### src/hdl/loc_tx_types_pkg.sv
`default_nettype none

package loc_tx_types_pkg;

  localparam int SAMPLE_W = 16; // one I or Q word
  localparam int PHASE_W  = 24; // tone phase accumulator

  // one complex output sample
  typedef struct packed {
    logic signed [SAMPLE_W-1:0] i;
    logic signed [SAMPLE_W-1:0] q;
  } iq_sample_t;

  typedef enum logic [1:0] {
    ST_SETTLE = 2'b00, // tone generator start-up wait
    ST_SYNC   = 2'b01, // bpsk preamble, marker raised
    ST_IDLE   = 2'b10, // gap, output not valid
    ST_SWEEP  = 2'b11  // stepped frequency hops
  } tx_state_t;

endpackage

`default_nettype wire

### src/hdl/loc_tx_cfg_pkg.sv
`default_nettype none

package loc_tx_cfg_pkg;

  // register addresses on the config port
  typedef enum logic [2:0] {
    CFG_START_INC = 3'd0,
    CFG_HOP_STEP  = 3'd1,
    CFG_HOP_COUNT = 3'd2,
    CFG_HOP_LEN   = 3'd3,
    CFG_IDLE_LEN  = 3'd4
  } cfg_addr_t;

  typedef struct packed {
    logic [loc_tx_types_pkg::PHASE_W-1:0] start_inc; // increment of the first hop
    logic [loc_tx_types_pkg::PHASE_W-1:0] hop_step;  // added per hop
    logic [7:0]                           hop_count;
    logic [15:0]                          hop_len;   // samples per hop
    logic [15:0]                          idle_len;
  } loc_cfg_t;

  localparam logic [loc_tx_types_pkg::PHASE_W-1:0] CFG_DEF_START_INC = 24'h100000;
  localparam logic [loc_tx_types_pkg::PHASE_W-1:0] CFG_DEF_HOP_STEP  = 24'h040000;
  localparam logic [7:0]                           CFG_DEF_HOP_COUNT = 8'd4;
  localparam logic [15:0]                          CFG_DEF_HOP_LEN   = 16'd16;
  localparam logic [15:0]                          CFG_DEF_IDLE_LEN  = 16'd8;

endpackage

`default_nettype wire

### src/hdl/loc_cfg_regs.sv
`timescale 1ns/1ps
`default_nettype none

module loc_cfg_regs (
  input  wire                                         clk,
  input  wire                                         reset,
  input  wire                                         cfg_we,
  input  wire loc_tx_cfg_pkg::cfg_addr_t              cfg_addr,
  input  wire [loc_tx_types_pkg::PHASE_W-1:0]         cfg_wdata,
  output loc_tx_cfg_pkg::loc_cfg_t                    cfg
);

  always_ff @(posedge clk) begin
    if (reset) begin
      cfg.start_inc <= loc_tx_cfg_pkg::CFG_DEF_START_INC;
      cfg.hop_step  <= loc_tx_cfg_pkg::CFG_DEF_HOP_STEP;
      cfg.hop_count <= loc_tx_cfg_pkg::CFG_DEF_HOP_COUNT;
      cfg.hop_len   <= loc_tx_cfg_pkg::CFG_DEF_HOP_LEN;
      cfg.idle_len  <= loc_tx_cfg_pkg::CFG_DEF_IDLE_LEN;
    end else if (cfg_we) begin
      case (cfg_addr)
        loc_tx_cfg_pkg::CFG_START_INC: begin
          cfg.start_inc <= cfg_wdata;
        end
        loc_tx_cfg_pkg::CFG_HOP_STEP: begin
          cfg.hop_step <= cfg_wdata;
        end
        loc_tx_cfg_pkg::CFG_HOP_COUNT: begin
          cfg.hop_count <= cfg_wdata[7:0]; // low byte only
        end
        loc_tx_cfg_pkg::CFG_HOP_LEN: begin
          cfg.hop_len <= cfg_wdata[15:0];
        end
        loc_tx_cfg_pkg::CFG_IDLE_LEN: begin
          cfg.idle_len <= cfg_wdata[15:0];
        end
        default: begin
        end
      endcase
    end
  end

  // a zero hop count or length would stall the sweep forever
  a_hop_nonzero: assert property (@(posedge clk) disable iff (reset)
    cfg_we |=> cfg.hop_count != 8'd0 && cfg.hop_len != 16'd0);

endmodule

`default_nettype wire

### src/hdl/preamble_gen.sv
`timescale 1ns/1ps
`default_nettype none

module preamble_gen #(
  parameter int PRMB_OS   = 4,
  parameter int PRMB_BITS = 31,
  parameter int AMP       = 16384
) (
  input  wire                          clk,
  input  wire                          reset,
  input  wire                          prmb_start,
  output loc_tx_types_pkg::iq_sample_t prmb_sample,
  output logic                         prmb_done
);

  localparam int SW    = loc_tx_types_pkg::SAMPLE_W;
  localparam int OS_W  = $clog2(PRMB_OS + 1);
  localparam int BIT_W = $clog2(PRMB_BITS + 1);
  localparam logic signed [SW-1:0] AMP_P = SW'(AMP);
  localparam logic signed [SW-1:0] AMP_N = SW'(-AMP);

  logic [4:0]              lfsr;
  logic [OS_W-1:0]         os_cnt;  // cycles spent on the current bit
  logic [BIT_W-1:0]        bit_cnt;
  logic                    active;
  logic                    os_last;
  logic                    bit_last;
  logic signed [SW-1:0]    bpsk;

  assign os_last   = os_cnt == OS_W'(PRMB_OS - 1);
  assign bit_last  = bit_cnt == BIT_W'(PRMB_BITS - 1);
  assign prmb_done = active && os_last && bit_last;

  always_ff @(posedge clk) begin
    if (reset) begin
      lfsr    <= 5'b00001;
      os_cnt  <= '0;
      bit_cnt <= '0;
      active  <= 1'b0;
    end else if (prmb_start) begin
      lfsr    <= 5'b00001; // seed
      os_cnt  <= '0;
      bit_cnt <= '0;
      active  <= 1'b1;
    end else if (active) begin
      if (os_last) begin
        os_cnt  <= '0;
        bit_cnt <= bit_cnt + 1'b1;
        lfsr    <= {lfsr[3:0], lfsr[4] ^ lfsr[2]}; // x^5+x^3+1, taps 5 and 3
        if (bit_last) begin
          active <= 1'b0;
        end
      end else begin
        os_cnt <= os_cnt + 1'b1;
      end
    end
  end

  assign bpsk        = lfsr[0] ? AMP_P : AMP_N;
  assign prmb_sample = {bpsk, bpsk}; // i equals q

  a_no_restart: assert property (@(posedge clk) disable iff (reset)
    prmb_start |-> !active);

endmodule

`default_nettype wire

### src/hdl/hop_tone_gen.sv
`timescale 1ns/1ps
`default_nettype none

module hop_tone_gen #(
  parameter int AMP = 16384
) (
  input  wire                           clk,
  input  wire                           reset,
  input  wire                           sweep_start,
  input  wire loc_tx_cfg_pkg::loc_cfg_t cfg,
  output loc_tx_types_pkg::iq_sample_t  tone_sample,
  output logic                          sweep_done
);

  localparam int SW = loc_tx_types_pkg::SAMPLE_W;
  localparam int PW = loc_tx_types_pkg::PHASE_W;
  localparam logic signed [SW-1:0] AMP_P = SW'(AMP);
  localparam logic signed [SW-1:0] AMP_N = SW'(-AMP);

  logic [PW-1:0] phase; // phase before this sample's add
  logic [PW-1:0] inc;
  logic [15:0]   samp_cnt;
  logic [7:0]    hop_cnt;
  logic          active;
  logic          samp_last;
  logic          hop_last;
  logic          p1;
  logic          p0;

  assign samp_last  = samp_cnt == cfg.hop_len - 16'd1;
  assign hop_last   = hop_cnt == cfg.hop_count - 8'd1;
  assign sweep_done = active && samp_last && hop_last;

  always_ff @(posedge clk) begin
    if (reset) begin
      active   <= 1'b0;
      samp_cnt <= '0;
      hop_cnt  <= '0;
    end else if (sweep_start) begin
      active   <= 1'b1;
      samp_cnt <= '0;
      hop_cnt  <= '0;
    end else if (active) begin
      if (samp_last) begin
        samp_cnt <= '0;
        hop_cnt  <= hop_cnt + 8'd1;
        if (hop_last) begin
          active <= 1'b0;
        end
      end else begin
        samp_cnt <= samp_cnt + 16'd1;
      end
    end
  end

  always_ff @(posedge clk) begin
    if (sweep_start) begin
      phase <= '0;
      inc   <= cfg.start_inc;
    end else if (active) begin
      phase <= phase + inc;
      if (samp_last) begin
        inc <= inc + cfg.hop_step; // next hop, higher frequency
      end
    end
  end

  // quadrant mapper on the two phase msbs
  assign p1 = phase[PW-1];
  assign p0 = phase[PW-2];
  assign tone_sample.i = (p1 == p0) ? AMP_P : AMP_N;
  assign tone_sample.q = p1 ? AMP_N : AMP_P;

endmodule

`default_nettype wire

### src/hdl/loc_tx_ctrl.sv
`timescale 1ns/1ps
`default_nettype none

module loc_tx_ctrl #(
  parameter int SETTLE_LEN = 4
) (
  input  wire                               clk,
  input  wire                               reset,
  input  wire loc_tx_cfg_pkg::loc_cfg_t     cfg,
  input  wire loc_tx_types_pkg::iq_sample_t prmb_sample,
  input  wire                               prmb_done,
  input  wire loc_tx_types_pkg::iq_sample_t tone_sample,
  input  wire                               sweep_done,
  output logic                              prmb_start,
  output logic                              sweep_start,
  output loc_tx_types_pkg::iq_sample_t      tx_sample,
  output logic                              tx_valid,
  output logic                              sync_marker,
  output loc_tx_types_pkg::tx_state_t       frame_state
);

  loc_tx_types_pkg::tx_state_t  state;
  logic [15:0]                  cnt; // shared by settle and idle
  logic                         settle_last;
  logic                         idle_last;
  loc_tx_types_pkg::iq_sample_t sel;

  assign settle_last = cnt == 16'(SETTLE_LEN);
  assign idle_last   = cnt == cfg.idle_len - 16'd1;
  // generators restart on the edge that enters their phase
  assign prmb_start  = state == loc_tx_types_pkg::ST_SETTLE && settle_last;
  assign sweep_start = state == loc_tx_types_pkg::ST_IDLE && idle_last;

  always_ff @(posedge clk) begin
    if (reset) begin
      state <= loc_tx_types_pkg::ST_SETTLE;
      cnt   <= '0;
    end else begin
      case (state)
        loc_tx_types_pkg::ST_SETTLE: begin
          cnt <= settle_last ? 16'd0 : cnt + 16'd1;
          if (settle_last) begin
            state <= loc_tx_types_pkg::ST_SYNC;
          end
        end
        loc_tx_types_pkg::ST_SYNC: begin
          if (prmb_done) begin
            state <= loc_tx_types_pkg::ST_IDLE;
          end
        end
        loc_tx_types_pkg::ST_IDLE: begin
          cnt <= idle_last ? 16'd0 : cnt + 16'd1;
          if (idle_last) begin
            state <= loc_tx_types_pkg::ST_SWEEP;
          end
        end
        default: begin
          if (sweep_done) begin
            state <= loc_tx_types_pkg::ST_SETTLE; // frame repeats
          end
        end
      endcase
    end
  end

  always_comb begin
    case (state)
      loc_tx_types_pkg::ST_SYNC:  sel = prmb_sample;
      loc_tx_types_pkg::ST_SWEEP: sel = tone_sample;
      default:                    sel = '0; // silent in settle and idle
    endcase
  end

  always_ff @(posedge clk) begin
    if (reset) begin
      tx_valid    <= 1'b0;
      sync_marker <= 1'b0;
      frame_state <= loc_tx_types_pkg::ST_SETTLE;
    end else begin
      tx_valid    <= state != loc_tx_types_pkg::ST_IDLE;
      sync_marker <= state == loc_tx_types_pkg::ST_SYNC;
      frame_state <= state;
    end
  end

  always_ff @(posedge clk) begin
    tx_sample <= sel;
  end

  a_prmb_done_in_sync: assert property (@(posedge clk) disable iff (reset)
    prmb_done |-> state == loc_tx_types_pkg::ST_SYNC);
  a_done_in_sweep: assert property (@(posedge clk) disable iff (reset)
    sweep_done |-> state == loc_tx_types_pkg::ST_SWEEP);

endmodule

`default_nettype wire

### src/hdl/loc_tx_top.sv
`timescale 1ns/1ps
`default_nettype none

module loc_tx_top #(
  parameter int SETTLE_LEN = 4,
  parameter int PRMB_OS    = 4,
  parameter int PRMB_BITS  = 31, // lfsr period limits this to 31
  parameter int AMP        = 16384
) (
  input  wire                                 clk,
  input  wire                                 reset,
  input  wire                                 cfg_we,
  input  wire loc_tx_cfg_pkg::cfg_addr_t      cfg_addr,
  input  wire [loc_tx_types_pkg::PHASE_W-1:0] cfg_wdata,
  output loc_tx_types_pkg::iq_sample_t        tx_sample,
  output logic                                tx_valid,
  output logic                                sync_marker,
  output loc_tx_types_pkg::tx_state_t         frame_state
);

  loc_tx_cfg_pkg::loc_cfg_t     cfg;
  loc_tx_types_pkg::iq_sample_t prmb_sample;
  loc_tx_types_pkg::iq_sample_t tone_sample;
  logic                         prmb_start;
  logic                         prmb_done;
  logic                         sweep_start;
  logic                         sweep_done;

  loc_cfg_regs cfg_regs0 (.clk(clk), .reset(reset), .cfg_we(cfg_we), .cfg_addr(cfg_addr),
    .cfg_wdata(cfg_wdata), .cfg(cfg));

  loc_tx_ctrl #(.SETTLE_LEN(SETTLE_LEN)) ctrl0 (.clk(clk), .reset(reset), .cfg(cfg),
    .prmb_sample(prmb_sample), .prmb_done(prmb_done), .tone_sample(tone_sample),
    .sweep_done(sweep_done), .prmb_start(prmb_start), .sweep_start(sweep_start),
    .tx_sample(tx_sample), .tx_valid(tx_valid), .sync_marker(sync_marker),
    .frame_state(frame_state));

  preamble_gen #(.PRMB_OS(PRMB_OS), .PRMB_BITS(PRMB_BITS), .AMP(AMP)) prmb0 (.clk(clk),
    .reset(reset), .prmb_start(prmb_start), .prmb_sample(prmb_sample), .prmb_done(prmb_done));

  hop_tone_gen #(.AMP(AMP)) tone0 (.clk(clk), .reset(reset), .sweep_start(sweep_start),
    .cfg(cfg), .tone_sample(tone_sample), .sweep_done(sweep_done));

endmodule

`default_nettype wire

### config.mk
export PLATFORM = sky130hd
export DESIGN_NAME = loc_tx_top
export DESIGN_NICKNAME = d
export VERILOG_FILES = /design/src/hdl/loc_tx_types_pkg.sv /design/src/hdl/loc_tx_cfg_pkg.sv /design/src/hdl/loc_cfg_regs.sv /design/src/hdl/preamble_gen.sv /design/src/hdl/hop_tone_gen.sv /design/src/hdl/loc_tx_ctrl.sv /design/src/hdl/loc_tx_top.sv
export SDC_FILE = /design/constraint.sdc
export NUM_CORES = 1
export LEC_CHECK = 0
export ABC_AREA = 1
export BUFFER_PORTS_ARGS = -buffer_cell sky130_fd_sc_hd__buf_2
export CELL_PAD_IN_SITES_DETAIL_PLACEMENT = 1
export CELL_PAD_IN_SITES_GLOBAL_PLACEMENT = 2
export CORE_UTILIZATION = 36
export CTS_CLUSTER_DIAMETER = 100
export DETAILED_ROUTE_END_ITERATION = 12
export PLACE_DENSITY = 0.9
export SETUP_SLACK_MARGIN = 0.15
export SLEW_MARGIN = 0
export SYNTH_ARGS = -nofsm -noshare
export SYNTH_HDL_FRONTEND = slang
export SYNTH_HIERARCHICAL = 1
export SYNTH_SLANG_ARGS = --single-unit
### constraint.sdc
create_clock -name clk -period 4.5 [get_ports clk]
set_clock_uncertainty 0.1 [all_clocks]
set_input_delay 0.225 -clock clk [delete_from_list [all_inputs] [get_ports clk]]
set_output_delay 0.225 -clock clk [all_outputs]
set_load 0.01 [all_outputs]
== Word-level counts from Yosys, hierarchy flattened ==
Index checks and enable logic that the tools add are counted.

* Register bits after elaboration: 229
* Output and inout bits: 36

* Equality and inequality tests: 18
* Mux-type cells: 25
* $add $sub $neg: 10
* Reductions and logical operators: 23
* Bitwise logic cells: 1

{| class="wikitable"
|+ Operators with widths
! kind !! count
|-
| 16-bit 2-to-1 mux || 6
|-
| 24-bit 2-to-1 mux || 3
|-
| 32-bit case mux with 2 select lines || 1
|-
| 24-bit adder || 2
|-
| 16-bit by 1-bit adder with 16-bit output (second input constant) || 2
|-
| 16-bit equality test || 2
|-
| 16-bit case mux with 2 select lines || 1
|-
| 16-bit by 1-bit subtractor with 16-bit output (second input constant) || 2
|-
| 16-bit by 3-bit equality test with 1-bit output (second input constant) || 1
|-
| 2-bit AND reduction || 8
|-
| 3-bit by 2-bit equality test with 1-bit output (second input constant) || 3
|-
| 8-bit by 1-bit adder with 8-bit output (second input constant) || 1
|-
| 8-bit equality test || 1
|-
| 1-bit 2-to-1 mux || 8
|-
| 2-bit 2-to-1 mux || 4
|-
| 8-bit by 1-bit subtractor with 8-bit output (second input constant) || 1
|-
| 1-bit logical AND || 6
|-
| 2-bit by 1-bit != test with 1-bit output (second input constant) || 3
|-
| 2-bit case mux with 3 select lines || 1
|-
| 2-bit nonzero test || 3
|-
| 5-bit by 1-bit adder with 5-bit output (second input constant) || 1
|-
| 5-bit equality test (second input constant) || 1
|-
| 2-bit equality test (second input constant) || 2
|-
| 4-bit AND reduction || 1
|-
| other kinds (12) || 13
|}

== Depth between registers and ports, before layout ==
Gate-level depths: netlist of run 1.

* Word-level depth: 6
* Gate-level depth with buffers: 20
* Gate-level depth less buffers: 20

== Modules after synthesis ==
Netlist of run 1, hierarchy kept.

{| class="wikitable"
|+ Modules (own cells, without submodules)
! module !! cells an instance !! times used !! area an instance (um^2)
|-
| hop_tone_gen || 1,104 || 1 || 7,126.8
|-
| loc_cfg_regs || 514 || 1 || 3,552.2
|-
| loc_tx_ctrl || 447 || 1 || 3,294.4
|-
| preamble_gen || 112 || 1 || 873.3
|}

== Worst setup path after synthesis of run 1 ==
OpenSTA, ideal clock, no wires.

* Path type: flip-flop to flip-flop
* Start point: reg, netlist name cfg_regs0/cfg[0]
* End point: reg tone0.inc[0], enable pin
* Cell stages (with the launch flop): 17
* Setup slack: 1.277 ns
* Data arrival time: 2.742 ns
* Required time: 4.019 ns
* Path through: dfxtp_1 > inv_1 > ha_1 > xor2_1 > nand2_1 > nand2_1 > nor2_2 > nand2_1 > nor2_1 > nand3_2 > nor2_2 > nand3_2 > buf_6 > inv_2 > clkinv_1 > clkbuf_1 > nand2_1

* Cells in the longest elaborated chain, start to end: 5
* Elaborated cells on any way between the ends: 6

{| class="wikitable"
|+ RTL lines
! element !! RTL line !! text
|-
| 16-bit by 1-bit subtractor with 16-bit output (*) || loc_tx_ctrl.sv:29 || <nowiki>assign idle_last = cnt == cfg.idle_len - 16'd1;</nowiki>
|-
| 16-bit equality test (*) || loc_tx_ctrl.sv:29 ||
|-
| 1-bit logical AND (*) || loc_tx_ctrl.sv:32 || <nowiki>assign sweep_start = state == loc_tx_types_pkg::ST_IDLE && idle_last;</nowiki>
|-
| named net sweep_start || loc_tx_top.sv:26 || <nowiki>logic sweep_start;</nowiki>
|-
| 2-bit nonzero test (no source line) || - ||
|-
| 2-bit AND reduction (no source line) (*) || - ||
|-
| end signal: assignment || hop_tone_gen.sv:59 || <nowiki>inc <= cfg.start_inc;</nowiki>
|-
| end signal: assignment || hop_tone_gen.sv:63 || <nowiki>inc <= inc + cfg.hop_step;</nowiki>
|-
| end: declaration || hop_tone_gen.sv:21 || <nowiki>logic [PW-1:0] inc;</nowiki>
|}

Mark *: on every way through the listed nets, which the timed path passes. The rest lies on a longest branch.
A chain may end at the register's enable or synchronous reset.

== Worst setup path after layout of run 1 ==
* Start point: reg, netlist name cfg_regs0/cfg[0]
* End point: reg tone0.inc[7], enable pin

* Cells in the longest elaborated chain, start to end: 5
* Elaborated cells on any way between the ends: 6

{| class="wikitable"
|+ RTL lines
! element !! RTL line
|-
| 16-bit by 1-bit subtractor with 16-bit output (*) || loc_tx_ctrl.sv:29
|-
| 16-bit equality test (*) || loc_tx_ctrl.sv:29
|-
| 1-bit logical AND (*) || loc_tx_ctrl.sv:32
|-
| named net sweep_start || loc_tx_top.sv:26
|-
| 2-bit nonzero test (no source line) || -
|-
| 2-bit AND reduction (no source line) (*) || -
|}

Marks and branches as above.

==> results of run 1 <==
kinds of logic after synthesis:
| kind of cell | after synthesis |
|---|---|
| adders and majority gates | 62 |
| xor gates and xnor gates | 77 |
| buffers and inverters | 355 |
| other | 4 |
| and+or+nand+nor | 1217 |
| DFF | 229 |
| AOI/OAI and AO/OA | 233 |
cell usage after synthesis, types with 2 or more instances:
library cell / count / area [µm²]
sky130_fd_sc_hd__fa_1: 2 / 40.0
sky130_fd_sc_hd__a21o_1: 6 / 45.0
sky130_fd_sc_hd__nor3_1: 22 / 110
sky130_fd_sc_hd__nand3_1: 181 / 906
sky130_fd_sc_hd__buf_4: 68 / 510
sky130_fd_sc_hd__and2_1: 3 / 18.8
sky130_fd_sc_hd__buf_1: 8 / 30.0
sky130_fd_sc_hd__nor2_8: 3 / 60.1
sky130_fd_sc_hd__buf_2: 20 / 100
sky130_fd_sc_hd__a22o_1: 32 / 280
sky130_fd_sc_hd__edfxtp_1: 24 / 721
sky130_fd_sc_hd__dfxtp_1: 205 / 4100
sky130_fd_sc_hd__o211ai_1: 4 / 30.0
sky130_fd_sc_hd__a21oi_1: 81 / 405
sky130_fd_sc_hd__clkinv_1: 2 / 7.51
sky130_fd_sc_hd__inv_1: 218 / 818
sky130_fd_sc_hd__o21ai_1: 5 / 25.0
sky130_fd_sc_hd__nor2_1: 363 / 1360
sky130_fd_sc_hd__o21ai_0: 62 / 310
sky130_fd_sc_hd__xor2_1: 46 / 403
sky130_fd_sc_hd__or2_2: 12 / 75.1
sky130_fd_sc_hd__clkbuf_2: 2 / 10.0
sky130_fd_sc_hd__inv_2: 8 / 30.0
sky130_fd_sc_hd__nor2_4: 11 / 124
sky130_fd_sc_hd__clkbuf_1: 25 / 93.8
sky130_fd_sc_hd__nor3_2: 2 / 20.0
sky130_fd_sc_hd__o221ai_1: 2 / 17.5
sky130_fd_sc_hd__nand2_4: 5 / 56.3
sky130_fd_sc_hd__nand2_1: 498 / 1870
sky130_fd_sc_hd__nand2_2: 11 / 68.8
sky130_fd_sc_hd__conb_1: 4 / 15.0
sky130_fd_sc_hd__nand4_1: 37 / 231
sky130_fd_sc_hd__nor4_1: 6 / 37.5
sky130_fd_sc_hd__a211oi_1: 3 / 22.5
sky130_fd_sc_hd__a21boi_0: 6 / 45.0
sky130_fd_sc_hd__xnor2_1: 30 / 263
sky130_fd_sc_hd__ha_1: 60 / 751
sky130_fd_sc_hd__a21oi_2: 12 / 105
sky130_fd_sc_hd__nand3_2: 18 / 180
sky130_fd_sc_hd__buf_6: 2 / 22.5
sky130_fd_sc_hd__o21bai_1: 11 / 82.6
sky130_fd_sc_hd__nand3b_1: 11 / 82.6
sky130_fd_sc_hd__a31oi_1: 6 / 37.5
sky130_fd_sc_hd__nor2_2: 27 / 169
through the flow:
step	hold WS (ps)	power, mW	util	area (µm²)	instances
after floorplan	194	3.28	-	15100	2233
after global placement	353	3.53	0.377	15300	2715
after detailed placement	373	3.57	0.377	15300	2715
after CTS	1.19	6.15	0.407	16600	2788
after global routing	48.0	6.41	0.407	16600	2788
final	14.7	6.08	0.407	16600	2788
flip-flops by register name, summed over array words and instances (netlist names):
signal             cells
tone0/phase           24
prmb0/os_cnt           3
tone0/samp_cnt        16
ctrl0/sync_marker      1
tone0/active           1
ctrl0/frame_state      2
prmb0/bit_cnt          5
tone0/hop_cnt          8
ctrl0/tx_sample       32
ctrl0/state            2
prmb0/lfsr             5
cfg_regs0/cfg         88
ctrl0/tx_valid         1
prmb0/active           1
tone0/inc             24
ctrl0/cnt             16
worst min-delay path, cell delays in order:
cell                      delay (ps)
sky130_fd_sc_hd__buf_2            80
sky130_fd_sc_hd__inv_1           120
sky130_fd_sc_hd__nand3_1         120
sky130_fd_sc_hd__nand2_1          50
sky130_fd_sc_hd__nor2_1           70
routing by layer:
layer,vias up,part of all wire,track usage
met5,-,0,0
met4,0,0.025,0.0548
met3,65,0.032,0.0245
met2,215,0.48,0.382
met1,6724,0.46,0.272
li1,6992,-,-
power by group through the flow:
stage | registers, mW | clock network [mW] | logic [mW]
floorplan | 2.34 | 0 | 0.941
detailed placement | 2.35 | 0 | 1.22
finish | 2.31 | 2.53 | 1.24
global route | 2.33 | 2.67 | 1.42
CTS | 2.31 | 2.59 | 1.25
global placement | 2.35 | 0 | 1.18
area by class of cell:
cell class | count | area [µm²] | area share
inverters | 228 | 856 | 0.0516
clock buffers | 36 | 782 | 0.0472
flip-flops and latches | 229 | 4830 | 0.291
repair buffers | 97 | 616 | 0.0371
well taps | 532 | 666 | 0.0401
multi-input cells | 1649 | 8580 | 0.517
clock inverters | 17 | 258 | 0.0155
final timing paths:
check / startpoint / end / slack, ps
setup / recovery: cfg_regs0/cfg[0]$_SDFFE_PP0P_ / tone0/inc[7]$_DFFE_PP_ / 1050
hold / removal: cfg_wdata[14] / cfg_regs0/cfg[78]$_SDFFE_PP0P_ / 10
setup reg to reg: cfg_regs0/cfg[0]$_SDFFE_PP0P_ / tone0/inc[7]$_DFFE_PP_ / 1050
hold reg to reg: prmb0/lfsr[0]$_SDFFE_PP1P_ / prmb0/lfsr[0]$_SDFFE_PP1P_ / 380
what timing repair did:
item,CTS,global route
endpoints found under the hold margin,42,0
hold buffers,20,0
setup buffers,0,0
==> summary.md, run 1 <==
| Metric | Value |
|---|---|
| Simple-gate share of the synthesized area | `0.367` |
| # Max-Cap Violations | `0` |
| Cts repair resizes | `0` |
| Synthesized area per cell | `6.82 µm²` |
| Die span in y | `205 µm` |
| Die X | `205 µm` |
| Adder-cell share of the synthesized area | `0.0533` |
| Number of nets in the final layout | `2326` |
| Filler instances | `5283` |
| Wire length per cell after detailed routing | `15.8 µm` |
| Largest stage delay on the critical path | `430 ps` |
| Critical path's most frequent cell | `sky130_fd_sc_hd__nand2_1` |
| Max Clock Freq | `0.289 GHz` |
| Register bit count reported by yosys | `229` |
| Root buffer cell | `sky130_fd_sc_hd__clkbuf_16` |
| Largest net degree at the start of global routing | `56` |
| Num CTS Buffers | `29` |
| Synthesized netlist cell count | `2177` |
| Number of vias in the routed layout | `14000` |
| Share of cells above drive strength 1 | `0.107` |
| Sequential share of power | `0.379` |
| Sum of buffers and inverters on the critical path | `5` |
| Switching share of power | `0.304` |
| Largest buffer count on any clock path | `3` |
| Post-synth EDFFs | `24` |
| Worst slew margin | `0.300` |
| Clock tree from TritonCTS | `yes` |
| Slowest stage cell, crit path | `sky130_fd_sc_hd__dfxtp_1` |
| Antenna violation net count after detailed routing | `0` |
| Source-to-sink clock delay at the later pin of the worst-skew pair | `590 ps` |
| Clock transition time at the flip-flop clock pins of the worst setup and hold paths | `60 ps` |
| Most frequent standard cell in the layout excluding fill and tap cells | `sky130_fd_sc_hd__nand2_1` |
| Complex-gate fraction of the synthesized area | `0.0964` |
| Antenna violations before repair | `0` |
| Overall die area | `0.0421 mm²` |
| Slew at the pin with the worst max-slew slack | `1050 ps` |
| Final period utilization | `0.768` |
| Count of port buffers added during placement | `65` |
| Cell internal pwr | `4.23 mW` |
| Global-route wire length before repair | `72900 µm` |
| Endpoint type of the worst setup path | `flop` |
| Clk sinks | `229` |
| Worst slack after detailed placement | `1010 ps` |
| Detailed-route vias per instance | `5.02` |
| PnR worst setup slack | `1050 ps` |
| Remaining Overflow, GRT | `0` |
| Run status | `finished, final reports clean` |
| P&R area growth vs syn | `11.7%` |
| Nature of the critical path startpoint | `flop` |
| Mux contribution to synthesized area | `0` |
| Finish-stage setup viols | `0` |
| Post-Route Setup TNS | `0 ps` |
| Number of max-slew violations in the final report | `0` |
| Pre-antenna DRT Iters | `4` |
| Sequence of cells on the critical path | `inv_1, ha_1, xor2_1, nand2_1, nand2_1, nor2_2, nand2_1, nor2_1, nand3_2, nor2_2, nand3_2, inv_2, clkinv_1, buf_4, nand2_1, buf_4` |
| Diodes inserted | `0` |
| Starting density of the core | `0.364` |
| Number of gates on the worst path with buffers counted | `16` |
| Post-synth cell types | `57` |
| CP Data Arrival Time | `3590 ps` |
| Tmin final | `3450 ps` |
| H-tree lvl count | `1` |
| Part of the Yosys area used for sequential elements | `0.325` |
| Final-report hold violation count | `0` |
| Max IR drop VDD | `0.227 mV` |
| Commonest cells after routing, fill and taps aside | `sky130_fd_sc_hd__nand2_1, sky130_fd_sc_hd__nor2_1, sky130_fd_sc_hd__inv_1` |
| Crit path required time | `4640 ps` |
| Vias in the first global route | `14500` |
| Global-route total usage across every layer | `0.214` |
| Summed instance area of the synthesized netlist | `0.0148 mm²` |
| Detailed-route DRC error count | `0` |
| XOR/XNOR share of the synthesized area | `0.0459` |
| Yosys warns | `6` |
| Dominant register cell in the synthesized netlist | `sky130_fd_sc_hd__dfxtp_1` |
| Post-synthesis async set-or-reset flop share | `0` |
| Part of the power in the clock network | `0.416` |
| Row cnt | `74` |
| Main combinational cell family by area after synthesis | `simple AND/OR/NAND/NOR gates` |
| HPWL after DPL | `33700 µm` |
| Top fanout value on the critical path | `27` |
| Final RePlAce weighted congestion | `0.863` |
| Class of the most critical setup path | `flop to flop` |
| DRT iter0 DRCs | `503` |
| Count of pins on the block boundary | `66` |
| Number of cells on the worst hold path | `5` |
| Worst Hold Class | `input port to flop` |
| Cell leakage power | `7.72 nW` |
| Ratio of total power to cell area | `367 mW/mm²` |
| Net switching power of the design | `1.85 mW` |
| Area of the placeable core | `0.0407 mm²` |
| Overall routed net length | `43900 µm` |
| Register-to-Register Path Depth | `16` |
| Crit-path leading delay family | `simple AND/OR/NAND/NOR gates` |
| Unrepaired setup endpoints after global routing | `false` |
| Portion of total power attributed to combinational logic | `0.204` |
(Power assumes the default switching activity.)
==> run 2: changes to the inputs <==
--- a/config.mk
+++ b/config.mk
@@ -5,11 +5,11 @@
 export SDC_FILE = /design/constraint.sdc
 export NUM_CORES = 1
 export LEC_CHECK = 0
-export ABC_AREA = 1
+export ABC_AREA = 0
 export BUFFER_PORTS_ARGS = -buffer_cell sky130_fd_sc_hd__buf_2
 export CELL_PAD_IN_SITES_DETAIL_PLACEMENT = 1
 export CELL_PAD_IN_SITES_GLOBAL_PLACEMENT = 2
-export CORE_UTILIZATION = 36
+export CORE_UTILIZATION = 40
 export CTS_CLUSTER_DIAMETER = 100
 export DETAILED_ROUTE_END_ITERATION = 12
 export PLACE_DENSITY = 0.9
==> constraint.sdc (replaced) <==
create_clock -name clk -period 3.2 [get_ports clk]
set_clock_uncertainty 0.1 [all_clocks]
set_input_delay 0.16 -clock clk [delete_from_list [all_inputs] [get_ports clk]]
set_output_delay 0.16 -clock clk [all_outputs]
set_load 0.01 [all_outputs]
==> run 2 against run 1 <==
Effect of this change:
- the flow now finishes with violations (negative setup slack)
- maximum frequency is 2.2% lower
- worst setup slack worse by 1400 ps
- utilization is 13 points higher
- register-to-register slack worse by 1400 ps
- clock-buffer cell count is 1 higher
- wire length is 3.3% higher
- via count is 15% lower
- non-clock buffer count is 140 higher
- sequential power is 37% higher
- flip-flop and latch count stayed put
- global-route usage is 3.6 points higher
- critical path depth is 6 lower
- critical path type unchanged
==> summary.md, run 2 <==
| Metric | Value |
|---|---|
| Unrepaired setup endpoints after global routing | `true` |
| Commonest cells after routing, fill and taps aside | `sky130_fd_sc_hd__dfxtp_1, sky130_fd_sc_hd__nand2b_1, sky130_fd_sc_hd__mux2i_1` |
| Cell taking the most area after synthesis | `sky130_fd_sc_hd__dfxtp_1` |
| Remaining Overflow, GRT | `0` |
| Antenna violations before repair | `0` |
| Largest buffer count on any clock path | `3` |
| Share of cells above drive strength 1 | `0.261` |
| Largest net degree at the start of global routing | `59` |
| Root buffer cell | `sky130_fd_sc_hd__clkbuf_16` |
| Starting density of the core | `0.410` |
| Finish-stage setup viols | `103` |
| Regs by FF count | `cfg_regs0/cfg x88, ctrl0/tx_sample x32` |
| Endpoint type of the worst setup path | `flop` |
| Largest stage delay on the critical path | `510 ps` |
| Reg-to-reg startpoint | `cfg_regs0/cfg[24]$_SDFFE_PP0P_` |
| Overall routed net length | `45400 µm` |
| Post-synth cell types | `92` |
| R2R setup slack | `-330 ps` |
| Crit path required time | `3540 ps` |
| Die span in y | `185 µm` |
| Nature of the critical path startpoint | `flop` |
| HPWL after DPL | `26500 µm` |
| Number of cells on the worst hold path | `3` |
| Most frequent standard cell in the layout excluding fill and tap cells | `sky130_fd_sc_hd__dfxtp_1` |
| Clk sinks | `229` |
| Count of port buffers added during placement | `65` |
| H-tree lvl count | `1` |
| Max Clock Freq | `0.283 GHz` |
| Synthesized area per cell | `9.10 µm²` |
| Num CTS Buffers | `27` |
| Number of vias in the routed layout | `11800` |
| Antenna violation net count after detailed routing | `0` |
| Class of the most critical setup path | `flop to flop` |
| Global-route total usage across every layer | `0.250` |
| Summed instance area of the synthesized netlist | `0.0134 mm²` |
| Worst Hold Class | `input port to flop` |
| Overall die area | `0.0343 mm²` |
| Slowest stage cell, crit path | `sky130_fd_sc_hd__or4_1` |
| Filler instances | `3673` |
| Hold worst-path end | `cfg_regs0/cfg[22]$_SDFFE_PP0P_` |
| Slew at the pin with the worst max-slew slack | `1190 ps` |
| Part of the Yosys area used for sequential elements | `0.359` |
| Final period utilization | `1.10` |
| Cell leakage power | `7.51 nW` |
| Cell area after layout | `0.0174 mm²` |
| Source-to-sink clock delay at the later pin of the worst-skew pair | `560 ps` |
| Max IR drop VDD | `0.371 mV` |
| Timing startpoint of the critical path | `cfg_regs0/cfg[24]$_SDFFE_PP0P_` |
| Vias in the first global route | `12500` |
| CP Data Arrival Time | `3870 ps` |
| Post-synth EDFFs | `24` |
| Register bit count reported by yosys | `229` |
| Top cells by instance count after synthesis | `sky130_fd_sc_hd__dfxtp_1, sky130_fd_sc_hd__nand2b_1, sky130_fd_sc_hd__mux2i_1` |
| Most frequent cell after synthesis | `sky130_fd_sc_hd__dfxtp_1` |
| Pre-antenna DRT Iters | `5` |
| Global-route wire length before repair | `67900 µm` |
| Diodes inserted | `0` |
| Run status | `complete, but fails checks` |
| Die X | `185 µm` |
| Post-Route Setup TNS | `-16800 ps` |
| Clock transition time at the flip-flop clock pins of the worst setup and hold paths | `70 ps` |
| Detailed-route DRC error count | `0` |
| Count of pins on the block boundary | `66` |
| Wire length per cell after detailed routing | `21.3 µm` |
| Synth top area share | `0.305` |
| Register-to-Register Path Depth | `10` |
| PnR worst setup slack | `-332 ps` |
| Top fanout value on the critical path | `2` |
| DRT iter0 DRCs | `537` |
| Ratio of total power to cell area | `463 mW/mm²` |
| Worst slew margin | `0.199` |
| Dominant register cell in the synthesized netlist | `sky130_fd_sc_hd__dfxtp_1` |
| Placed Instance Area | `0.0147 mm²` |
| P&R area growth vs syn | `29.9%` |
| Violations in the final reports | `negative setup slack` |
| Largest register FFs | `88` |
| # Max-Cap Violations | `0` |
| Number of max-slew violations in the final report | `0` |
| Number of nets in the final layout | `1763` |
| Clock tree from TritonCTS | `yes` |
| Cell types with the largest area share after synthesis | `sky130_fd_sc_hd__dfxtp_1, sky130_fd_sc_hd__mux2i_1, sky130_fd_sc_hd__nand2b_1` |
| Yosys warns | `6` |
| Area of the placeable core | `0.0328 mm²` |
| Critical path's most frequent cell | `sky130_fd_sc_hd__a2111oi_4` |
| Worst reg2reg path endpoint | `ctrl0/state[1]$_SDFFE_PP0P_` |
| Detailed-route vias per instance | `5.55` |
| Synthesized netlist cell count | `1476` |
| Final RePlAce weighted congestion | `0.850` |
| Row cnt | `66` |
| Final-report hold violation count | `0` |
| Post-synthesis async set-or-reset flop share | `0` |
| Biggest register | `cfg_regs0/cfg` |
| Hold Startpoint | `cfg_wdata[6]` |
| Tmin final | `3530 ps` |
| Sequence of cells on the critical path | `or3_4, or2_2, or4_1, a221o_1, a2111oi_4, nand3_2, a2111oi_4, nor2_1, or3_1, a32o_1` |
[run 2: cell count changes in the layout (fill, tap and decap cells not counted), sizes merged, moves of 114 or more]
cell    previous run  this run
nor2             404       111
nand2            514        91
mux2i              0       114
inv              228        48
nand3            199        22
nand2b             0       127
buf               77       216
[run 2: through the flow]
stage | setup slack (ps) | std cells | power (mW) | hold slack, ps | utilization
floorplan | -198 | 1532 | 4.16 | 129 | -
global placement | -262 | 2004 | 4.50 | 338 | 0.448
detailed placement | -275 | 2004 | 4.54 | 350 | 0.448
CTS | -299 | 2118 | 8.01 | 5.73 | 0.517
global route | -415 | 2134 | 8.41 | 18.2 | 0.532
finish | -332 | 2134 | 8.08 | 36.0 | 0.532
[run 2: worst max-delay path, delay by kind of cell (launching register included)]
family / cells / cell delay [ps]
flops: 1 / 320
compound gates: 4 / 1140
simple gates: 6 / 1850
[run 2: final cells by class]
type,count,area (µm²),area share
multi-input combinational,1132,8630,0.494
timing repair buffer,237,2290,0.131
inverter,44,168,0.00961
clock buffer,37,828,0.0475
sequential,229,4840,0.278
clock inverter,13,138,0.00789
tap,442,553,0.0317
[run 2: routing by layer]
| layer | track usage | vias to the layer above | wire length, µm |
|---|---|---|---|
| met3 | 0.0378 | 95 | 1670 |
| li1 | - | 5510 | - |
| met4 | 0.0975 | 0 | 1450 |
| met1 | 0.301 | 5990 | 19000 |
| met2 | 0.445 | 242 | 23200 |
| met5 | 0 | - | 0 |
[run 2: power breakdown]
group	total [mW]	leakage (nW)	switching, mW	internal [mW]
combinational	1.56	5.15	0.854	0.708
sequential	3.17	1.89	0.103	3.07
clock	3.35	0.474	1.36	1.99
[run 2: how the worst max path moves through the flow]
stage                             endpoint  cells past startpoint  slack (ps)
6_report       ctrl0/state[1]$_SDFFE_PP0P_                     10        -330
5_1_grt        ctrl0/state[0]$_SDFFE_PP0P_                     10        -420
4_1_cts        ctrl0/state[1]$_SDFFE_PP0P_                     12        -300
3_5_place_dp   ctrl0/state[1]$_SDFFE_PP0P_                     12        -270
3_3_place_gp   ctrl0/state[1]$_SDFFE_PP0P_                     12        -260
2_1_floorplan       tone0/inc[0]$_DFFE_PP_                     14        -200
[run 2: logic make-up after synthesis]
family          after synthesis  synth area share
xor+xnor                    100            0.0652
other cells                   4           0.00112
buf+inv                     171            0.0694
mux                         119            0.0891
fa+ha+maj                    62            0.0589
simple gates                518             0.213
compound gates              273             0.144
flops                       229             0.359
[run 2: timing repair]
item | in CTS | in global routing
pin swaps | 72 | 36
setup endpoints to repair | 96 | 115
setup buffers | 34 | 14
gates cloned | 10 | 2
endpoints found under the hold margin | 44 | 0
gates resized for setup | 161 | 80
hold buffers | 20 | 0
